===== src/accel_pkg.sv =====
package accel_pkg;

    localparam int data_w = 8;
    localparam int addr_w = 6;

    typedef logic [data_w-1:0] data_t;
    typedef logic [addr_w-1:0] addr_t;

    typedef enum logic [1:0] {
        mode_serial   = 2'b00,
        mode_systolic = 2'b01,
        mode_custom   = 2'b10
    } comp_mode_t;

    localparam int init_len     = 25;
    localparam int stride_count = 4;

    // 3x3 weights by column, then 4x4 features by row.
    localparam data_t init_data [init_len] = '{
        8'd1, 8'd1, 8'd1,
        8'd2, 8'd2, 8'd2,
        8'd3, 8'd3, 8'd3,
        8'd1, 8'd2, 8'd3, 8'd4,
        8'd1, 8'd2, 8'd3, 8'd4,
        8'd1, 8'd2, 8'd3, 8'd4,
        8'd1, 8'd2, 8'd3, 8'd4
    };

    // Top-left feature of each 3x3 window.
    localparam addr_t stride_base [stride_count] = '{
        6'd9,
        6'd10,
        6'd13,
        6'd14
    };

endpackage

===== src/accel_controller.sv =====
`timescale 1ns/1ps

module accel_controller #(
    parameter int serial_drain_cycles   = 2,
    parameter int systolic_drain_cycles = 4
) (
    input  logic                  clk,
    input  logic                  rst,
    input  logic                  start_sa,
    input  logic                  start_custom,
    input  logic                  serial_mode_done,
    input  logic                  weight_preloader_done,
    input  logic                  feature_loader_done,
    input  logic                  custom_mode_done,
    input  logic                  display_done,
    output logic                  rst_computation_module,
    output logic                  rst_display_module,
    output accel_pkg::data_t      data,
    output accel_pkg::addr_t      addr_0,
    output logic                  we_0,
    output logic                  mem_sel,
    output accel_pkg::addr_t      serial_mode_feature_baseaddr,
    output accel_pkg::addr_t      systolic_mode_feature_baseaddr,
    output logic                  serial_mode_en,
    output logic                  weight_preloader_en,
    output logic                  feature_loader_en,
    output logic                  custom_mode_en,
    output logic                  systolic_mode,
    output logic [1:0]            c_reg_sel,
    output accel_pkg::comp_mode_t computation_mode_sel,
    output logic                  display_mode_en,
    output logic                  sel_display
);

    logic       init_start;
    logic       init_done;
    logic       serial_start;
    logic       serial_done;
    logic [1:0] serial_idx;
    logic       systolic_start;
    logic       systolic_done;
    logic [1:0] systolic_idx;

    mem_init_writer u_init_writer (
        .clk       (clk),
        .rst       (rst),
        .start     (init_start),
        .addr_0    (addr_0),
        .data      (data),
        .we_0      (we_0),
        .init_done (init_done)
    );

    stride_sequencer #(
        .drain_cycles (serial_drain_cycles)
    ) serial_seq (
        .clk        (clk),
        .rst        (rst),
        .start      (serial_start),
        .unit_done  (serial_mode_done),
        .stride_en  (serial_mode_en),
        .stride_idx (serial_idx),
        .seq_done   (serial_done)
    );

    stride_sequencer #(
        .drain_cycles (systolic_drain_cycles)
    ) systolic_seq (
        .clk        (clk),
        .rst        (rst),
        .start      (systolic_start),
        .unit_done  (feature_loader_done),
        .stride_en  (feature_loader_en),
        .stride_idx (systolic_idx),
        .seq_done   (systolic_done)
    );

    phase_controller u_phase_ctrl (
        .clk                            (clk),
        .rst                            (rst),
        .start_sa                       (start_sa),
        .start_custom                   (start_custom),
        .init_done                      (init_done),
        .serial_done                    (serial_done),
        .preload_done                   (weight_preloader_done),
        .systolic_done                  (systolic_done),
        .custom_mode_done               (custom_mode_done),
        .display_done                   (display_done),
        .serial_idx                     (serial_idx),
        .systolic_idx                   (systolic_idx),
        .init_start                     (init_start),
        .serial_start                   (serial_start),
        .systolic_start                 (systolic_start),
        .rst_computation_module         (rst_computation_module),
        .rst_display_module             (rst_display_module),
        .mem_sel                        (mem_sel),
        .weight_preloader_en            (weight_preloader_en),
        .custom_mode_en                 (custom_mode_en),
        .systolic_mode                  (systolic_mode),
        .computation_mode_sel           (computation_mode_sel),
        .serial_mode_feature_baseaddr   (serial_mode_feature_baseaddr),
        .systolic_mode_feature_baseaddr (systolic_mode_feature_baseaddr),
        .c_reg_sel                      (c_reg_sel),
        .display_mode_en                (display_mode_en),
        .sel_display                    (sel_display)
    );

endmodule


===== src/phase_controller.sv =====
`timescale 1ns/1ps

module phase_controller (
    input  logic                  clk,
    input  logic                  rst,
    input  logic                  start_sa,
    input  logic                  start_custom,
    input  logic                  init_done,
    input  logic                  serial_done,
    input  logic                  preload_done,
    input  logic                  systolic_done,
    input  logic                  custom_mode_done,
    input  logic                  display_done,
    input  logic [1:0]            serial_idx,
    input  logic [1:0]            systolic_idx,
    output logic                  init_start,
    output logic                  serial_start,
    output logic                  systolic_start,
    output logic                  rst_computation_module,
    output logic                  rst_display_module,
    output logic                  mem_sel,
    output logic                  weight_preloader_en,
    output logic                  custom_mode_en,
    output logic                  systolic_mode,
    output accel_pkg::comp_mode_t computation_mode_sel,
    output accel_pkg::addr_t      serial_mode_feature_baseaddr,
    output accel_pkg::addr_t      systolic_mode_feature_baseaddr,
    output logic [1:0]            c_reg_sel,
    output logic                  display_mode_en,
    output logic                  sel_display
);

    localparam logic [3:0] st_idle         = 4'd0;
    localparam logic [3:0] st_init         = 4'd1;
    localparam logic [3:0] st_serial       = 4'd2;
    localparam logic [3:0] st_preload      = 4'd3;
    localparam logic [3:0] st_systolic     = 4'd4;
    localparam logic [3:0] st_display      = 4'd5;
    localparam logic [3:0] st_wait_custom  = 4'd6;
    localparam logic [3:0] st_custom       = 4'd7;
    localparam logic [3:0] st_display_last = 4'd8;
    localparam logic [3:0] st_finish       = 4'd9;

    logic [3:0] state;
    logic [3:0] next_state;

    always_ff @(posedge clk) begin
        if (!rst) begin
            state           <= st_idle;
            display_mode_en <= 1'b0;
        end else begin
            state <= next_state;
            // High in the first cycle of either display phase.
            display_mode_en <= (next_state == st_display && state != st_display) ||
                               (next_state == st_display_last && state != st_display_last);
        end
    end

    always_comb begin
        next_state = state;
        case (state)
            st_idle:         if (start_sa) next_state = st_init;
            st_init:         if (init_done) next_state = st_serial;
            st_serial:       if (serial_done) next_state = st_preload;
            st_preload:      if (preload_done) next_state = st_systolic;
            st_systolic:     if (systolic_done) next_state = st_display;
            st_display:      if (display_done) next_state = st_wait_custom;
            st_wait_custom:  if (start_custom) next_state = st_custom;
            st_custom:       if (custom_mode_done) next_state = st_display_last;
            st_display_last: if (display_done) next_state = st_finish;
            st_finish:       next_state = st_idle;
            default:         next_state = st_idle;
        endcase
    end

    assign init_start     = (state == st_idle) && start_sa;
    assign serial_start   = (state == st_init) && init_done;
    assign systolic_start = (state == st_preload) && preload_done;

    always_comb begin
        rst_computation_module         = 1'b1;
        rst_display_module             = 1'b1;
        mem_sel                        = 1'b0;
        weight_preloader_en            = 1'b0;
        custom_mode_en                 = 1'b0;
        systolic_mode                  = 1'b0;
        computation_mode_sel           = accel_pkg::mode_serial;
        serial_mode_feature_baseaddr   = '0;
        systolic_mode_feature_baseaddr = '0;
        c_reg_sel                      = 2'd0;
        sel_display                    = 1'b0;
        case (state)
            st_init: begin
                rst_computation_module = !init_done;    // Assert on the last write.
            end
            st_serial: begin
                rst_computation_module       = 1'b0;
                mem_sel                      = 1'b1;
                serial_mode_feature_baseaddr = accel_pkg::stride_base[serial_idx];
            end
            st_preload: begin
                rst_computation_module = 1'b0;
                mem_sel                = 1'b1;
                computation_mode_sel   = accel_pkg::mode_systolic;
                weight_preloader_en    = 1'b1;
            end
            st_systolic: begin
                rst_computation_module         = 1'b0;
                mem_sel                        = 1'b1;
                computation_mode_sel           = accel_pkg::mode_systolic;
                systolic_mode                  = 1'b1;
                systolic_mode_feature_baseaddr = accel_pkg::stride_base[systolic_idx];
                c_reg_sel                      = systolic_idx;  // One result reg per stride.
            end
            st_display: begin
                rst_display_module = 1'b0;
            end
            st_custom: begin
                rst_computation_module = 1'b0;
                mem_sel                = 1'b1;
                computation_mode_sel   = accel_pkg::mode_custom;
                custom_mode_en         = 1'b1;
            end
            st_display_last: begin
                rst_display_module = 1'b0;
                sel_display        = 1'b1;
            end
            default: begin
            end
        endcase
    end

endmodule


===== src/stride_sequencer.sv =====
`timescale 1ns/1ps

module stride_sequencer #(
    parameter int drain_cycles = 2
) (
    input  logic       clk,
    input  logic       rst,
    input  logic       start,
    input  logic       unit_done,
    output logic       stride_en,
    output logic [1:0] stride_idx,
    output logic       seq_done
);

    localparam int cnt_w = $clog2(drain_cycles + 1);

    logic             draining;
    logic [cnt_w-1:0] drain_cnt;
    logic             last_stride;

    assign last_stride = (stride_idx == 2'(accel_pkg::stride_count - 1));

    always_ff @(posedge clk) begin
        if (!rst) begin
            stride_en  <= 1'b0;
            stride_idx <= 2'd0;
            draining   <= 1'b0;
            drain_cnt  <= '0;
            seq_done   <= 1'b0;
        end else begin
            seq_done <= 1'b0;
            if (start && !stride_en && !draining) begin
                stride_en  <= 1'b1;
                stride_idx <= 2'd0;
            end else if (stride_en && unit_done) begin
                if (last_stride) begin
                    stride_en <= 1'b0;
                    draining  <= 1'b1;
                    drain_cnt <= cnt_w'(drain_cycles);  // Let the pipeline empty.
                end else begin
                    stride_idx <= stride_idx + 2'd1;
                end
            end else if (draining) begin
                drain_cnt <= drain_cnt - cnt_w'(1);
                if (drain_cnt == cnt_w'(1)) begin
                    draining <= 1'b0;
                    seq_done <= 1'b1;                   // One cycle after the drain.
                end
            end
        end
    end

endmodule


===== src/mem_init_writer.sv =====
`timescale 1ns/1ps

module mem_init_writer (
    input  logic             clk,
    input  logic             rst,
    input  logic             start,
    output accel_pkg::addr_t addr_0,
    output accel_pkg::data_t data,
    output logic             we_0,
    output logic             init_done
);

    logic [4:0] wr_cnt;
    logic       busy;
    logic       last_wr;

    assign last_wr = busy && (wr_cnt == 5'(accel_pkg::init_len - 1));

    always_ff @(posedge clk) begin
        if (!rst) begin
            busy   <= 1'b0;
            wr_cnt <= '0;
        end else if (start && !busy) begin
            busy   <= 1'b1;
            wr_cnt <= '0;
        end else if (busy) begin
            if (last_wr) begin
                busy   <= 1'b0;
                wr_cnt <= '0;
            end else begin
                wr_cnt <= wr_cnt + 5'd1;
            end
        end
    end

    always_comb begin
        addr_0 = '0;
        data   = '0;                                    // Zero outside the table.
        we_0   = 1'b0;
        if (busy) begin
            addr_0 = accel_pkg::addr_t'(wr_cnt);         // Entry k lands at address k.
            data   = accel_pkg::init_data[wr_cnt];
            we_0   = 1'b1;
        end
    end

    assign init_done = last_wr;

endmodule


===== config.mk =====
export PLATFORM = sky130hd
export DESIGN_NAME = accel_controller
export DESIGN_NICKNAME = d
export VERILOG_FILES = /design/src/accel_pkg.sv /design/src/accel_controller.sv /design/src/phase_controller.sv /design/src/stride_sequencer.sv /design/src/mem_init_writer.sv
export SDC_FILE = /design/constraint.sdc
export NUM_CORES = 1
export LEC_CHECK = 0
export ABC_CLOCK_PERIOD_IN_PS = 2300
export BUFFER_PORTS_ARGS = -buffer_cell sky130_fd_sc_hd__buf_2
export CAP_MARGIN = 20
export CORE_MARGIN = 5
export CORE_UTILIZATION = 52
export DETAILED_ROUTE_END_ITERATION = 10
export GPL_TIMING_DRIVEN = 0
export PLACE_DENSITY = 0.88
export SLEW_MARGIN = 20
export SYNTH_ARGS = -nofsm -noshare
export SYNTH_HDL_FRONTEND = slang
export SYNTH_HIERARCHICAL = 1
export SYNTH_SLANG_ARGS = --single-unit
export TNS_END_PERCENT = 100

===== constraint.sdc =====
create_clock -name clk -period 2.3 [get_ports clk]
set_input_delay 0.115 -clock clk [delete_from_list [all_inputs] [get_ports clk]]
set_output_delay 0.115 -clock clk [all_outputs]
set_load 0.01 [all_outputs]

==> results of run 1 <==
==> registers in the layout, summed over array words and instances, names as in the netlist <==
register                      flops
serial_seq/drain_cnt              2
serial_seq/draining               1
serial_seq/seq_done               1
serial_seq/stride_en              1
serial_seq/stride_idx             2
systolic_seq/drain_cnt            3
systolic_seq/draining             1
systolic_seq/seq_done             1
systolic_seq/stride_en            1
systolic_seq/stride_idx           2
u_init_writer/busy                1
u_init_writer/wr_cnt              5
u_phase_ctrl/display_mode_en      1
u_phase_ctrl/state                4
==> per-layer routing <==
| layer | share of wire, % | vias to the layer above | wire, um |
|---|---|---|---|
| li1 | - | 850 | - |
| met3 | 7.2 | 6 | 272 |
| met5 | 0 | - | 0 |
| met1 | 44 | 742 | 1640 |
| met4 | 1.2 | 0 | 46 |
| met2 | 48 | 56 | 1810 |
==> cell usage after synthesis, drive strengths merged (3+ instances only) <==
master | number | area share, %
a21boi | 6 | 2.5
a21oi | 15 | 4.6
a22o | 3 | 1.5
and2 | 7 | 2.5
and3 | 7 | 2.4
buf | 23 | 9.4
dfxtp | 26 | 29
ha | 10 | 7.0
inv | 13 | 2.7
mux2 | 3 | 1.9
mux2i | 4 | 2.2
nand2 | 16 | 3.4
nand2b | 6 | 2.1
nand3 | 4 | 1.1
nand4 | 3 | 1.0
nor2 | 18 | 3.9
nor2b | 4 | 1.4
nor3 | 6 | 1.7
o21ai | 12 | 3.4
==> placed cells by master (no fill, tap or decap), types with 9 or more instances in the layout <==
master	synthesis	final
a21oi_1	13	13
buf_2	6	45
buf_4	14	16
conb_1	2	10
dfxtp_1	26	24
ha_1	10	9
inv_1	12	11
nand2_1	16	16
nor2_1	17	16
o21ai_0	12	12
==> logic make-up (layout without fill, tap and decap cells) <==
logic type                 after synthesis  in the layout  share of synthesized area, %
adders and majority gates               10             10                          6.99
other                                    2             10                         0.419
buffers and inverters                   37             83                          12.4
muxes                                    7              7                          4.12
and+or+nand+nor                         86             86                          26.5
DFF                                     26             26                          29.1
xor gates and xnor gates                 4              4                          1.96
AOI/OAI and AO/OA                       49             49                          18.6
==> final timing paths <==
check,slack [ns],to,depth (start not counted)
setup / recovery,0.11,rst_computation_module,9
hold / removal,0.12,serial_seq/draining,3
setup reg to reg,0.23,u_init_writer/wr_cnt[4],6
hold reg to reg,0.49,systolic_seq/drain_cnt[1],2
==> critical path: stages, from the launching register on <==
cell      delay (ns)
dfxtp_2         0.39
inv_2           0.09
ha_2            0.19
nand4b_1        0.25
nor2_4          0.24
inv_1           0.07
nor2_1          0.08
o21ai_0         0.07
a31o_2          0.25
buf_2           0.13
==> per-stage QoR <==
| step | utilization [%] | TNS (ns) | instances |
|---|---|---|---|
| after floorplan | - | 0 | 229 |
| after CTS | 63.6 | 0 | 319 |
| after global placement | 62.1 | 0 | 314 |
| after detailed placement | 62.1 | 0 | 314 |
| final | 64.4 | 0 | 321 |
| after global routing | 64.4 | -0.0498 | 321 |
==> repair_timing <==
action	CTS	global route
buffers inserted	0	2
endpoints found under the hold margin	1	0
endpoints found under the setup margin	1	1
pin swaps	0	1
hold buffers	1	0
gates resized for setup	1	6
==> cell type report <==
class                           count  share of cell area, %
Timing Repair Buffer               42                   10.2
Clock buffer                        4                   1.69
Multi-Input combinational cell    166                   50.6
Buffer                             24                   8.03
Inverter                           13                   2.27
Tap cell                           46                   2.68
Sequential cell                    26                   24.4
==> power breakdown <==
part	internal, W	switching [W]	total [W]
Sequential	0.000455	0.00000781	0.000463
Combinational	0.0000419	0.0000556	0.0000975
Clock	0.0000967	0.000134	0.000231
==> summary.md, run 1 <==
| Metric | Value |
|---|---|
| Result of the run | `completed` |
| Root cell of the clock tree | `clkbuf_4` |
| Worst hold start | `serial_mode_done` |
| Setup slack after layout | `0.109 ns` |
| Seq/Total Area, Yosys | `29.1%` |
| Post-synth EDFFs | `0` |
| Total die area | `4720 um2` |
| Initial antenna violation count | `0` |
| Max FO, Critical Path | `7` |
| Port-buffer cells | `39` |
| Initial core utilization | `53.7%` |
| Synth Flop Type | `dfxtp_1` |
| # diodes | `0` |
| FF+latch area | `526 um2` |
| Hold Violations, Final | `0` |
| Pwr Density | `368 nW/um2` |
| Layout cells sized above 1 | `32.0%` |
| Antenna viol nets, final | `0` |
| Mapped cell area | `1790 um2` |
| Worst Tran Pin Value | `0.594 ns` |
| Grt peak-use layer | `met2` |
| Worst IR Drop VDD | `0.211 mV` |
| DRT iter0 DRCs | `146` |
| Synth Instances | `221` |
| GP Congestion | `0.820` |
| H-tree Lvls | `1` |
| Crit share post-route | `95.3%` |
| Synth Warn # | `6` |
| Net count, final | `295` |
| CP Class | `reg2out` |
| Flop and latch count out of synthesis | `26` |
| First-pass GRT wire length | `6020 um` |
| FMAX | `456 MHz` |
| Max-Cap Viols | `0` |
| # clock sinks | `26` |
| Endpoint class of the critical path | `output port` |
| Area growth syn-to-layout | `20.1%` |
| Vias in the first global route | `1426` |
| Worst skew pair latency | `0.32 ns` |
| Asr flop ratio synth | `0%` |
| Critical Path Source | `u_init_writer/wr_cnt[0]` |
| Routed vias | `1654` |
| Tot Pwr | `0.000791 W` |
| CTS tree | `yes` |
| Drt wl/cell | `11.7 um` |
| Avg Cell Area, Syn | `8.10 um2` |
| Hold WC Path Type | `in2reg` |
| Grt met2 use | `26.8%` |
| IO Count | `50` |
| Slew Limit Fails | `0` |
| Pre-CTS setup slack | `0.243 ns` |
| Final Setup Violations | `0` |
| Pin count of the biggest net entering global routing | `20` |
| Fin area | `2150 um2` |
| Placed cell area | `2070 um2` |
| Fill cells | `280` |
| Detail Placement HPWL | `2770 um` |
| Final hold slack | `0.119 ns` |
| Drt pass-1 iters | `4` |
| Multi-input gate area | `1090 um2` |
| Final clock skew | `0.00625 ns` |
| Period minus WS final | `2.19 ns` |
| WP data arrival | `2.08 ns` |
| FP Rows | `21` |
| Worst EP required | `2.18 ns` |
| CTS Buf Count | `3` |
| Startpoint Class | `register` |
| DRC viols | `0` |
| Total Routing Usage GR | `16.6%` |
| Vias/cell | `5.15` |
| Chip width | `68.7 um` |
| Reg clk slew, reported paths | `0.14 ns` |
| Post-synth cell types | `54` |
| Longest Clk Path Bufs | `2` |
| Relative slew slack | `60.0%` |
| Critical R2R Launch | `u_phase_ctrl/state[2]` |
| Core Footprint | `3340 um2` |
| Met3 Use GR | `2.76%` |
| GR Layer Usage met1 | `21.6%` |
| Grt total ovfl | `0` |
| DIE HEIGHT | `68.7 um` |
| Leakage | `1.02 nW` |
| Drt total wl | `3760 um` |
Note: power is estimated with default switching activity, not from simulation.
==> run 2: changes to the inputs <==
--- a/config.mk
+++ b/config.mk
@@ -13,6 +13,7 @@
 export DETAILED_ROUTE_END_ITERATION = 10
 export GPL_TIMING_DRIVEN = 0
 export PLACE_DENSITY = 0.88
+export REMOVE_ABC_BUFFERS = 1
 export SLEW_MARGIN = 20
 export SYNTH_ARGS = -nofsm -noshare
 export SYNTH_HDL_FRONTEND = slang
==> summary.md, run 2 (synthesis gave the netlist of run 1 again) <==
| Metric | Value |
|---|---|
| Total die area | `4720 um2 (unchanged)` |
| Switch share | `25.8% (+0.85 points)` |
| Net count, final | `270 (-8.5%)` |
| DRT iter0 DRCs | `141 (-3.4%)` |
| Int Pwr | `0.000578 W (-2.5%)` |
| Max FFs per register | `5 (unchanged)` |
| R2R cell count | `8 (+2)` |
| CTS tree | `yes` |
| Hold EP | `u_phase_ctrl/state[2]` |
| Worst IR Drop VDD | `0.412 mV (+95%)` |
| Crit-path most repeated cell | `inv_1` |
| Vias/cell | `5.34 (+3.7%)` |
| Commonest non-fill, non-tap cell in the layout | `buf_2` |
| Worst hold stages | `2 (-1)` |
| Worst path slowest cell | `dfxtp_4` |
| Worst EP required | `2.18 ns (about the same)` |
| Initial core utilization | `53.7% (unchanged)` |
| Crit-path max cell delay | `0.38 ns (about the same)` |
| Chip width | `68.7 um (unchanged)` |
| Worst hold start | `custom_mode_done` |
| Total Routing Usage GR | `16.1% (-0.47 points)` |
| Core Footprint | `3340 um2 (unchanged)` |
| First-pass GRT wire length | `5930 um (-1.5%)` |
| R2R Path End | `u_phase_ctrl/state[0]` |
| DIE HEIGHT | `68.7 um (unchanged)` |
| Initial antenna violation count | `0 (unchanged)` |
| Area growth syn-to-layout | `9.92%` |
| WP data arrival | `2.04 ns (-0.04 ns)` |
| Final clock skew | `0.00400 ns (-0.00225 ns)` |
| Max-Cap Viols | `0 (unchanged)` |
| Reg clk slew, reported paths | `0.15 ns (about the same)` |
| Worst Tran Pin Value | `0.553 ns (-0.0410 ns)` |
| Critical R2R Launch | `u_init_writer/wr_cnt[1]` |
| Detail Placement HPWL | `2700 um (-2.4%)` |
| Setup TNS | `0 ns (unchanged)` |
| Max FO, Critical Path | `4 (-3)` |
| DRC viols | `0 (unchanged)` |
| Final core occ | `59.0% (-5.4 points)` |
| Top flop regs | `u_init_writer/wr_cnt: 5 flops, u_phase_ctrl/state: 4 flops, systolic_seq/drain_cnt: 3 flops` |
| Layout cells sized above 1 | `26.0% (-6.0 points)` |
| Vias in the first global route | `1362 (-4.5%)` |
| Root cell of the clock tree | `clkbuf_4` |
| # clock sinks | `26 (unchanged)` |
| Final Setup Violations | `0 (unchanged)` |
| Crit-path cells | `inv_1, ha_1, nand4b_1, nor2_4, inv_1, nor2_1, o21ai_0, a31o_2, buf_2` |
| Largest register by flop count | `u_init_writer/wr_cnt` |
| CP Class | `reg2out` |
| Final hold slack | `0.0187 ns (-0.100 ns)` |
| Result of the run | `completed` |
| Pin count of the biggest net entering global routing | `20 (unchanged)` |
| GP Congestion | `0.830 (+1.1%)` |
| Drt wl/cell | `12.7 um (+8.2%)` |
| Hold Violations, Final | `0 (unchanged)` |
| Grt total ovfl | `0 (unchanged)` |
| Slew Limit Fails | `0 (unchanged)` |
| Worst skew pair latency | `0.32 ns (about the same)` |
| Crit share post-route | `93.6% (-1.7 points)` |
| Sequential share of power | `60.3% (+1.8 points)` |
| Reg2reg setup slack | `0.39 ns (+0.16 ns)` |
| Period minus WS final | `2.15 ns (-0.0391 ns)` |
| FMAX | `465 MHz (+1.8%)` |
| Drt total wl | `3760 um (-0.21%)` |
| Hold WC Path Type | `in2reg` |
| RSZ-0062 raised after global routing | `false` |
| # diodes | `0 (unchanged)` |
| Routed vias | `1582 (-4.4%)` |
| Endpoint class of the critical path | `output port` |
| Most frequent cells in the layout | `39 x buf_2, 23 x dfxtp_1, 16 x nor2_1, 16 x nand2_1, 13 x a21oi_1` |
| NetSw | `0.000201 W (+1.9%)` |
| Pwr Density | `396 nW/um2 (+7.6%)` |
| CTS Buf Count | `3 (unchanged)` |
| IO Count | `50 (unchanged)` |
| Antenna viol nets, final | `0 (unchanged)` |
| Comb pwr share | `9.1% (-3.2 points)` |
| Relative slew slack | `62.8% (+2.8 points)` |
| Clock network power share | `30.6% (+1.4 points)` |
| Startpoint Class | `register` |
| FP Rows | `21 (unchanged)` |
| Longest Clk Path Bufs | `2 (unchanged)` |
| Leakage | `0.892 nW (-13%)` |
| Port-buffer cells | `39 (unchanged)` |
| Drt pass-1 iters | `4 (unchanged)` |
| H-tree Lvls | `1 (unchanged)` |
-- run 2: cell types whose count changed in the layout (fill, tap and decap cells not counted) --
| cell | delta |
|---|---|
| dlygate4sd3_1 | -1 |
| buf_2 | -6 |
| dfxtp_4 | +1 |
| ha_2 | -1 |
| buf_4 | -14 |
| ha_1 | +1 |
| clkbuf_1 | -1 |
| buf_6 | -3 |
| dfxtp_1 | -1 |
-- run 2: worst max path at each step --
stage | start | end | cells past startpoint
CTS | u_init_writer/wr_cnt[0] | rst_computation_module | 9
global placement | u_init_writer/wr_cnt[0] | u_phase_ctrl/state[0] | 8
floorplan | u_phase_ctrl/state[2] | c_reg_sel[0] | 3
finish | u_init_writer/wr_cnt[1] | rst_computation_module | 9
global route | u_init_writer/wr_cnt[3] | rst_computation_module | 7
detailed placement | u_init_writer/wr_cnt[0] | u_phase_ctrl/state[0] | 8
-- run 2: cell type report --
type                            instances  area (um2)
Clock buffer                            4        36.3
Fill cell                             329        1370
Inverter                               13        48.8
Multi-Input combinational cell        166        1090
Sequential cell                        26         529
Tap cell                               46        57.6
Timing Repair Buffer                   41         210
-- run 2: worst max-delay path: cells and delay by family (launching register included) --
family	cells	cell delay, ns
buffers and inverters	3	0.30
adder cells (fa/ha/maj)	1	0.18
flip-flops	1	0.38
AND/OR/NAND/NOR	3	0.49
AO/OA/AOI/OAI	2	0.35
-- run 2: routing by layer --
layer,GRT usage (%),up-vias,wire length [um]
met5,0,-,0
met2,27.5,44,1810
met1,20.4,728,1680
met4,3.72,0,47
met3,3.57,6,224
li1,-,804,-
-- run 2: timing repair --
action                     CTS  global route
gates resized for setup      1             7
setup buffers                0             2
setup endpoints to repair    1             1
gates cloned                 0             0
pin swaps                    0             1
hold buffers                 0             0
-- run 2: power by group through the flow --
stage | combinational (W) | sequential (W) | clock, W
floorplan | 0.0000430 | 0.000477 | 0
global placement | 0.0000653 | 0.000480 | 0
detailed placement | 0.0000675 | 0.000480 | 0
global route | 0.0000795 | 0.000472 | 0.000258
CTS | 0.0000682 | 0.000471 | 0.000240
finish | 0.0000711 | 0.000470 | 0.000238
-- run 2: stage by stage --
stage,std cells,cell area [um2],power [W],worst slack [ns]
floorplan,205,1650,0.000520,0.471
global placement,290,1900,0.000545,0.261
detailed placement,290,1900,0.000548,0.225
CTS,294,1940,0.000779,0.0393
global route,296,1970,0.000809,0.00408
finish,296,1970,0.000779,0.148
